--- config.mk ---
export PLATFORM = sky130hd
export DESIGN_NAME = ram_writer_top
export DESIGN_NICKNAME = d
export VERILOG_FILES = /design/src/design/ram_writer_pkg.sv /design/src/design/beat_fifo.sv /design/src/design/burst_writer.sv /design/src/design/ram_writer_top.sv /design/src/design/sample_packer.sv
export SDC_FILE = /design/constraint.sdc
export NUM_CORES = 2
export LEC_CHECK = 0
export ABC_AREA = 1
export BUFFER_PORTS_ARGS = -buffer_cell sky130_fd_sc_hd__buf_2
export CORE_MARGIN = 3
export CORE_UTILIZATION = 28
export CTS_CLUSTER_DIAMETER = 40
export DETAILED_ROUTE_END_ITERATION = 6
export PLACE_DENSITY_LB_ADDON = 0.08
export SLEW_MARGIN = 20
export SYNTH_ARGS = -nofsm -noshare
export SYNTH_HDL_FRONTEND = slang
export SYNTH_SLANG_ARGS = --single-unit
--- constraint.sdc ---
create_clock -name aclk -period 21.4 [get_ports aclk]
set_clock_uncertainty 0.15 [all_clocks]
set_input_delay 2.14 -clock aclk [delete_from_list [all_inputs] [get_ports aclk]]
set_output_delay 2.14 -clock aclk [all_outputs]
set_load 0.01 [all_outputs]
--- src/design/ram_writer_pkg.sv ---
package ram_writer_pkg;

  localparam int SAMPLE_W   = 32;  // One input sample
  localparam int BEAT_W     = 64;  // AXI data bus
  localparam int ADDR_W     = 32;
  localparam int ID_W       = 6;
  localparam int CNT_W      = 20;  // Beat counter and status, wraps after 2^20 beats
  localparam int BURST_LEN  = 16;  // Beats per burst
  localparam int FIFO_DEPTH = 64;
  localparam int LEVEL_W    = 7;   // Holds 0 to FIFO_DEPTH
  localparam int LEN_W      = 4;   // AXI3 burst length field

  localparam logic [LEN_W-1:0] AW_LEN        = LEN_W'(BURST_LEN - 1);
  localparam logic [2:0]       AW_SIZE       = 3'd3;     // Eight bytes per beat
  localparam logic [1:0]       AW_BURST_INCR = 2'b01;
  localparam logic [3:0]       AW_CACHE      = 4'b0011;  // Normal, bufferable

  typedef logic [SAMPLE_W-1:0] sample_t;

  // Older sample sits in bits [31:0], newer one in [63:32]
  typedef logic [BEAT_W-1:0] beat_t;

  typedef struct packed {
    logic [ID_W-1:0]   id;
    logic [ADDR_W-1:0] addr;
    logic [LEN_W-1:0]  len;
    logic [2:0]        size;
    logic [1:0]        burst;
    logic [3:0]        cache;
  } aw_t;

  typedef struct packed {
    logic [ID_W-1:0] id;
    beat_t           data;
    logic            last;
  } w_t;

endpackage

--- src/design/beat_fifo.sv ---
`timescale 1ns/1ps

module beat_fifo #(
  parameter type payload_t = ram_writer_pkg::beat_t,
  parameter int  DEPTH     = ram_writer_pkg::FIFO_DEPTH
) (
  input  logic                               aclk,
  input  logic                               aresetn,
  input  logic                               wr_valid,
  input  payload_t                           wr_data,
  output logic                               wr_ready,
  output logic                               rd_valid,
  output payload_t                           rd_data,
  input  logic                               rd_ready,
  output logic [ram_writer_pkg::LEVEL_W-1:0] level
);

  import ram_writer_pkg::*;

  typedef logic [$clog2(DEPTH)-1:0] ptr_t;

  payload_t           mem [DEPTH];
  ptr_t               wr_ptr;
  ptr_t               rd_ptr;
  logic [LEVEL_W-1:0] count;  // Pushes minus pops
  logic               push;
  logic               pop;

  // Wraps correctly for depths that are not a power of two
  function automatic ptr_t next_ptr(input ptr_t p);
    return (p == ptr_t'(DEPTH - 1)) ? '0 : p + 1'b1;
  endfunction

  assign wr_ready = (count != LEVEL_W'(DEPTH));  // Refuse push when full
  assign rd_valid = (count != '0);               // Refuse pop when empty
  assign push     = wr_valid & wr_ready;
  assign pop      = rd_valid & rd_ready;
  assign rd_data  = mem[rd_ptr];                 // Head read through, no read latency
  assign level    = count;

  always_ff @(posedge aclk)
  begin
    if (!aresetn)
    begin
      wr_ptr <= '0;
      rd_ptr <= '0;
      count  <= '0;
    end
    else
    begin
      if (push)
      begin
        wr_ptr <= next_ptr(wr_ptr);
      end

      if (pop)
      begin
        rd_ptr <= next_ptr(rd_ptr);
      end

      case ({push, pop})
        2'b10:   count <= count + 1'b1;
        2'b01:   count <= count - 1'b1;
        default: count <= count;  // Idle, or push and pop together
      endcase
    end
  end

  always_ff @(posedge aclk)
  begin
    if (push)
    begin
      mem[wr_ptr] <= wr_data;
    end
  end

endmodule

--- src/design/burst_writer.sv ---
`timescale 1ns/1ps

module burst_writer (
  input  logic                               aclk,
  input  logic                               aresetn,
  input  logic [ram_writer_pkg::ADDR_W-1:0]  cfg_base,
  output logic [ram_writer_pkg::CNT_W-1:0]   sts_count,
  input  logic                               rd_valid,
  input  ram_writer_pkg::beat_t              rd_data,
  output logic                               rd_ready,
  input  logic [ram_writer_pkg::LEVEL_W-1:0] level,
  output ram_writer_pkg::aw_t                aw,
  output logic                               aw_valid,
  input  logic                               aw_ready,
  output ram_writer_pkg::w_t                 w,
  output logic                               w_valid,
  input  logic                               w_ready,
  output logic                               bready
);

  import ram_writer_pkg::*;

  typedef enum logic [1:0] {
    ST_IDLE,
    ST_ADDR_DATA,  // Address and data both offered
    ST_DATA        // Address taken, data still running
  } state_t;

  state_t           state;
  state_t           state_d;
  logic             w_done;      // All 16 beats sent before the address was taken
  logic             w_done_d;
  logic [CNT_W-1:0] beat_cnt;
  logic [CNT_W-1:0] cnt_next;
  logic [ID_W-1:0]  burst_id;
  logic [ID_W-1:0]  id_next;
  logic             aw_fire;
  logic             w_fire;
  logic             w_last;
  logic             level_full;  // A whole burst is buffered
  logic             level_more;  // A whole burst stays buffered after this pop
  logic             start;

  assign aw_fire    = aw_valid & aw_ready;
  assign w_fire     = w_valid & w_ready;
  assign w_last     = (beat_cnt[LEN_W-1:0] == AW_LEN);
  assign level_full = (level >= LEVEL_W'(BURST_LEN));
  assign level_more = (level > LEVEL_W'(BURST_LEN));

  // Counter and ID as they will be after this cycle
  assign cnt_next = beat_cnt + CNT_W'(w_fire);
  assign id_next  = burst_id + ID_W'(w_fire && w_last);

  assign aw_valid  = (state == ST_ADDR_DATA);
  assign w_valid   = (state != ST_IDLE) && !w_done && rd_valid;
  assign rd_ready  = w_fire;  // Each accepted beat pops the FIFO head
  assign w         = '{id: burst_id, data: rd_data, last: w_last};
  assign sts_count = beat_cnt;
  assign bready    = 1'b1;  // Responses are not checked

  always_comb
  begin
    state_d  = state;
    w_done_d = w_done;
    start    = 1'b0;

    case (state)
      ST_IDLE:
      begin
        start = level_full;
      end
      ST_ADDR_DATA:
      begin
        if (w_done)
        begin
          if (aw_fire)
          begin
            w_done_d = 1'b0;
            state_d  = ST_IDLE;
            start    = level_full;  // No pop this cycle
          end
        end
        else if (w_fire && w_last)
        begin
          if (aw_fire)
          begin
            state_d = ST_IDLE;
            start   = level_more;
          end
          else
          begin
            w_done_d = 1'b1;  // Keep the address up, stop the data
          end
        end
        else if (aw_fire)
        begin
          state_d = ST_DATA;
        end
      end
      ST_DATA:
      begin
        if (w_fire && w_last)
        begin
          state_d = ST_IDLE;
          start   = level_more;  // Back to back bursts
        end
      end
      default:
      begin
        state_d = ST_IDLE;
      end
    endcase

    if (start)
    begin
      state_d = ST_ADDR_DATA;
    end
  end

  always_ff @(posedge aclk)
  begin
    if (!aresetn)
    begin
      state    <= ST_IDLE;
      w_done   <= 1'b0;
      beat_cnt <= '0;
      burst_id <= '0;
    end
    else
    begin
      state    <= state_d;
      w_done   <= w_done_d;
      beat_cnt <= cnt_next;  // Wraps after 2^20 beats
      burst_id <= id_next;
    end
  end

  // Address phase payload, frozen for the whole burst
  always_ff @(posedge aclk)
  begin
    if (start)
    begin
      aw <= '{id:    id_next,
              addr:  cfg_base + (ADDR_W'(cnt_next) << AW_SIZE),
              len:   AW_LEN,
              size:  AW_SIZE,
              burst: AW_BURST_INCR,
              cache: AW_CACHE};
    end
  end

endmodule

--- src/design/ram_writer_top.sv ---
`timescale 1ns/1ps

module ram_writer_top (
  input  logic                              aclk,
  input  logic                              aresetn,
  input  logic                              s_valid,
  input  ram_writer_pkg::sample_t           s_sample,
  output logic                              s_ready,
  input  logic [ram_writer_pkg::ADDR_W-1:0] cfg_base,
  output logic [ram_writer_pkg::CNT_W-1:0]  sts_count,
  output ram_writer_pkg::aw_t               aw,
  output logic                              aw_valid,
  input  logic                              aw_ready,
  output ram_writer_pkg::w_t                w,
  output logic                              w_valid,
  input  logic                              w_ready,
  output logic                              bready
);

  import ram_writer_pkg::*;

  logic               pk_valid;
  logic               pk_ready;
  beat_t              pk_beat;   // Packed pair into the FIFO
  logic               rd_valid;
  logic               rd_ready;
  beat_t              rd_beat;   // FIFO head
  logic [LEVEL_W-1:0] level;

  sample_packer u_packer (
    .aclk     (aclk),
    .aresetn  (aresetn),
    .s_valid  (s_valid),
    .s_sample (s_sample),
    .s_ready  (s_ready),
    .pk_valid (pk_valid),
    .pk_beat  (pk_beat),
    .pk_ready (pk_ready)
  );

  beat_fifo #(
    .payload_t (beat_t),
    .DEPTH     (FIFO_DEPTH)
  ) u_fifo (
    .aclk     (aclk),
    .aresetn  (aresetn),
    .wr_valid (pk_valid),
    .wr_data  (pk_beat),
    .wr_ready (pk_ready),
    .rd_valid (rd_valid),
    .rd_data  (rd_beat),
    .rd_ready (rd_ready),
    .level    (level)
  );

  burst_writer u_writer (
    .aclk      (aclk),
    .aresetn   (aresetn),
    .cfg_base  (cfg_base),
    .sts_count (sts_count),
    .rd_valid  (rd_valid),
    .rd_data   (rd_beat),
    .rd_ready  (rd_ready),
    .level     (level),
    .aw        (aw),
    .aw_valid  (aw_valid),
    .aw_ready  (aw_ready),
    .w         (w),
    .w_valid   (w_valid),
    .w_ready   (w_ready),
    .bready    (bready)
  );

endmodule

--- src/design/sample_packer.sv ---
`timescale 1ns/1ps

module sample_packer (
  input  logic                    aclk,
  input  logic                    aresetn,
  input  logic                    s_valid,
  input  ram_writer_pkg::sample_t s_sample,
  output logic                    s_ready,
  output logic                    pk_valid,
  output ram_writer_pkg::beat_t   pk_beat,
  input  logic                    pk_ready
);

  import ram_writer_pkg::*;

  sample_t half_q;   // Older sample of the pair in progress
  logic    phase_q;  // High once the low half holds a sample
  logic    s_fire;
  logic    pk_fire;

  assign pk_fire = pk_valid & pk_ready;
  assign s_ready = ~pk_valid | pk_ready;  // Blocked while a finished beat waits
  assign s_fire  = s_valid & s_ready;

  always_ff @(posedge aclk)
  begin
    if (!aresetn)
    begin
      phase_q  <= 1'b0;
      pk_valid <= 1'b0;
    end
    else
    begin
      if (s_fire)
      begin
        phase_q <= ~phase_q;
      end

      if (s_fire && phase_q)
      begin
        pk_valid <= 1'b1;  // Pair complete, offer it next cycle
      end
      else if (pk_fire)
      begin
        pk_valid <= 1'b0;
      end
    end
  end

  // Sample and beat registers carry payload only
  always_ff @(posedge aclk)
  begin
    if (s_fire && !phase_q)
    begin
      half_q <= s_sample;
    end

    if (s_fire && phase_q)
    begin
      pk_beat <= {s_sample, half_q};  // Newer sample on top
    end
  end

endmodule

* Word level (Yosys, flattened, before mapping) *
Memory sizes are Yosys's and may differ from the RTL's. A register that Yosys moved wholly into a read port is not among the register bits.
Index checks and enable logic that the tools add are counted.

word-level totals
  memory bits (writable) = 4096
  ROM bits = 0
  latch bits = 0
  memories kept = 1
  register bits after elaboration = 184
  word-level logic and storage cells = 87
  input bits = 69

operators by class
  add/subtract/negate cells = 7
  $mul = 0
  reduce and logical (&&, ||, !) cells = 15
  bitwise gates (word level) = 10
  shift operators = 0
  div/mod/pow operators = 0
  equality and inequality tests = 13
  magnitude comparators = 2
  mux-type cells = 25

memories
  name        depth  bits a word  rd ports  clocked after Yosys merged registers in  write ports  line             RTL
  u_fifo.mem  64     64           1         1                                        1            beat_fifo.sv:22  payload_t mem [DEPTH];

operator list
  kind                   count
  $add A32 B23 Y32       1
  $mux W6                4
  $add A20 B1 Y20        1
  $pmux W7 S2            1
  $mux W1                13
  $add A6 B1 Y6 const B  2
  $eq A6 B6 Y1 const B   2
  $mux W2                5
  $add A7 B1 Y7 const B  1
  $ge A7 B5 Y1 const B   1
  $gt A7 B5 Y1 const B   1
  $ne A7 B7 Y1 const B   1
  $reduce_bool A7 Y1     1
  $sub A7 B1 Y7 const B  1
  $add A6 B1 Y6          1
  $pmux W2 S3            1
  $reduce_and A3 Y1      2
  $reduce_bool A2 Y1     3
  $and A1 B1 Y1          5
  $logic_and A1 B1 Y1    5
  $ne A5 B5 Y1 const B   1
  $eq A2 B1 Y1 const B   2
  $eq A2 B2 Y1 const B   2
  $eq A4 B4 Y1 const B   1
  9 further kinds        14

* Logic depth before layout (Yosys ltp) *
  word-level depth = 10
  mapped depth = 28

* Hierarchy *
From an unflattened synthesis, not the netlist that was laid out.

unflattened totals
  cells, all modules = 14383
  area total of the unflattened synthesis = 173792.9 sq um

modules (own cells, without submodules)
  module         area each (sq um)  cells an instance  instances
  beat_fifo      165628.9           13518              1
  burst_writer   5177.5             753                1
  sample_packer  2986.6             112                1

* Worst setup path before layout *
OpenSTA, ideal clock, no wires.

  kind = register to register
  start point = reg u_fifo.count[0], in the netlist u_fifo.level[0]
  end point = mem u_fifo.mem[15][0] (netlist name) (enable)
  path slack = 13834 ps
  clock period less this slack = 7566 ps
  arrival time = 6772 ps
  cell stages (with the launch flop) = 7
  buffers on the path = 0
  cell sequence = dfxtp_1 -> inv_2 -> nand2_1 -> nor2_2 -> inv_1 -> o21ai_4 -> nor4_1

between the ends
  longest elaborated chain between the ends = 4

RTL lines
  item                           line             RTL
  start, declared                beat_fifo.sv:25  logic [LEVEL_W-1:0] count;
  start signal, assigned         beat_fifo.sv:62  2'b10: count <= count + 1'b1;
  start signal, assigned         beat_fifo.sv:63  2'b01: count <= count - 1'b1;
  start signal, assigned         beat_fifo.sv:64  default: count <= count;
  $ne A7 B7 Y1                   beat_fifo.sv:34  assign wr_ready = (count != LEVEL_W'(DEPTH));
  $and A1 B1 Y1                  beat_fifo.sv:36  assign push = wr_valid & wr_ready;
  $mux W1                        beat_fifo.sv:71  if (push)
  $mux W1 (not written as such)  beat_fifo.sv:73  mem[wr_ptr] <= wr_data;
  end, declared                  beat_fifo.sv:22

No other way between the ends.

==> out/results.txt <==
run status = finished, final reports clean
Fin Setup TNS = 0 ns
Worst-path clk slew = 0.05 ns
num rows = 288
Power, Total = 0.0226 W
Cell variety after synth = 38
yosys warns = 0
Final GP Congestion = 0.746
ys flop type = edfxtp_1
Worst-Margin Slew = 1.26 ns
total CTS buffers = 789
worst vdd ir = 0.0000851 V
largest net degree at the start of global routing = 164
first-pass GRT wire length = 965,000 um
routed wire length = 701,000 um
# clock sinks = 4,286
Tmin final = 9.41 ns
DIE HEIGHT = 792 um
Max Fclk = 106 MHz
number of fill cells = 61.1k
max_slew headroom = 15.8%
Max clock buf depth = 4
area leader, netlist = edfxtp_1
final worst-path cycle share = 44.0%
crit path buf inv count = 6
crit start category = flop
most frequent cells in the layout = nand2_1, edfxtp_1, nand3_1
Initial Util = 28.1%
via count = 116k
commonest non-fill, non-tap cell in the layout = nand2_1
CP Max Fanout = 137
Worst Hold Class = flop to flop
drt drc = 0
FF+latch count, synth = 4,286
FF/Latch Area = 0.128 mm2
HPWL Detailed = 353,000 um
CP required = 19.11 ns
Slowest-stage cell, CP = dfxtp_4
hold buffer count at cts = 0
CTS tree = built
Hold Path Cell Cnt = 0
Synth Instances = 14.2k
slowest stage delay, CP = 0.95 ns
Seq/Total Area, Yosys = 74.0%
critical path's top delay family = buffers and inverters
asr flop ratio synth = 0%
number of global-route vias before repair = 114k
IO Pins = 215
Area growth syn-to-layout = 21.3%
final hold viol count = 0
r2r setup slk = 16.75 ns
PwrDens = 107 mW/mm2
initial antenna violation count = 44
detailed-route wire length per cell = 29.8 um
CP Data Arrival Time = 7.12 ns
pre-CTS setup slack = 13.12 ns
Die W = 792 um
Final Setup Violations = 0
syn_area_per_cell = 12.2 um2
Post-synth EDFFs = 4,230
hold slack = 0.252 ns
layout cells sized above 1 = 12.5%
H-tree depth = 6
Hold Path End = u_packer.pk_beat[12]$_DFFE_PP_
CTS resizes = 0
area of the multi-input gates = 0.0395 mm2
Worst-Skew Late Latency = 1.16 ns
post-CTS setup buffers = 0
worst reg2reg path startpoint = u_fifo.level[0]$_SDFFE_PN0P_
CP Class = flop to output port
area of the mapped netlist = 0.173 mm2
fin. max-slew vios = 0
Worst Slack Setup Final = 11.99 ns
nets@finish = 14.8k
Crit. End Element = output port
CP Cell Sequence = buf_12 -> buf_4 -> buf_4 -> buf_4 -> buf_4 -> nand2_1 -> nand3_1 -> nand3_1 -> nand3_1 -> nand3_1 -> nand2_1 -> nand2_1 -> nand2_1 -> buf_2
All-Layer GR Usage = 21.7%
CTS Root Cell = clkbuf_16
area share of the largest cell type after synthesis = 73.4%
LEAKAGE = 74.1 nW
grt ovf = 0
post-route ant nets = 0
IO buf count = 200
core region area = 0.615 mm2
number of detailed-route iterations in the first pass = 6
RSZ-0062 raised after global routing = false
Die ar. = 0.628 mm2
Critical R2R Capture = u_fifo.mem[11][51]$_DFFE_PP_
ranking of synthesized cells by area = edfxtp_1, nand3_1, nand2_1
vias per inst = 4.93
max-cap violation count = 0
worst reg2reg path depth = 11
DRT iter0 DRCs = 10.5k
HP Start = u_packer.half_q[12]$_DFFE_PP_
state kept, by name, summed over array words and instances, names as in the netlist, named ones only:
register            cells
u_writer.sts_count     20
u_writer.state          2
u_fifo.mem           4096
u_writer.w_done         1
u_fifo.level            7
u_fifo.rd_ptr           6
u_writer.aw            38
u_packer.phase_q        1
u_writer.burst_id       6
u_fifo.wr_ptr           6
u_packer.half_q        32
u_packer.pk_beat       64
u_packer.pk_valid       1
where the power goes:
part	internal [W]	switching, W
registers	0.00922	0.0000111
clock network	0.00813	0.00458
logic	0.000145	0.000485
worst max path at each step:
| stage | cells past startpoint | endpoint | slack (ns) |
|---|---|---|---|
| finish | 14 | w[49] | 11.99 |
| floorplan | 6 | u_fifo.mem[15][0]$_DFFE_PP_ | 13.83 |
| global placement | 14 | w[49] | 13.09 |
| detailed placement | 14 | w[49] | 13.12 |
| CTS | 14 | w[49] | 11.89 |
| global route | 14 | w[52] | 11.61 |
kinds of logic after synthesis:
logic type,count (synthesis),synth area share (%)
XOR/XNOR,33,0.167
flip-flops,4286,74.0
adder cells (fa/ha/maj),35,0.262
other,2,0.00434
AND/OR/NAND/NOR,8730,21.8
AO/OA/AOI/OAI,82,0.259
buffers and inverters,1068,3.45
Yosys cell counts, types with 2 or more instances:
library cell / count
buf_6: 107
nor2_1: 146
buf_2: 466
buf_4: 149
ha_1: 33
clkbuf_1: 110
buf_1: 82
nand2_1: 4630
inv_1: 146
o21bai_1: 5
nand4_1: 33
nor4_1: 2
o211ai_1: 2
fa_1: 2
conb_1: 2
inv_2: 4
nor3b_2: 2
edfxtp_1: 4230
o21ai_0: 31
inv_4: 2
dfxtp_1: 56
or2_2: 2
a21oi_1: 39
xnor2_1: 5
nor3_1: 18
nand3_1: 3893
xor2_1: 28
metal layers:
layer | vias to the layer above | track usage, % | part of all wire, %
met1 | 60000 | 30.5 | 46
li1 | 52000 | - | -
met3 | 921 | 2.51 | 4.4
met5 | - | 0 | 0
met4 | 0 | 4.94 | 2.3
met2 | 3189 | 36.1 | 47
through the flow:
stage	util, %	std cells	area, um2
6_report	34.1	23500	210000
5_1_grt	34.1	23500	210000
4_1_cts	34.1	23500	210000
3_5_place_dp	29.7	22000	183000
3_3_place_gp	29.7	22000	183000
2_1_floorplan	-	14200	173000
area by class of cell:
type	instances	area share, %
repair buffers	588	2.05
well taps	8120	4.84
multi-input cells	8894	18.8
clock inverters	576	3.28
flip-flops and latches	4286	61.0
inverters	152	0.307
clock buffers	902	9.66
diodes	16	0.0191
No activity file was read; power rests on OpenSTA's default activity.
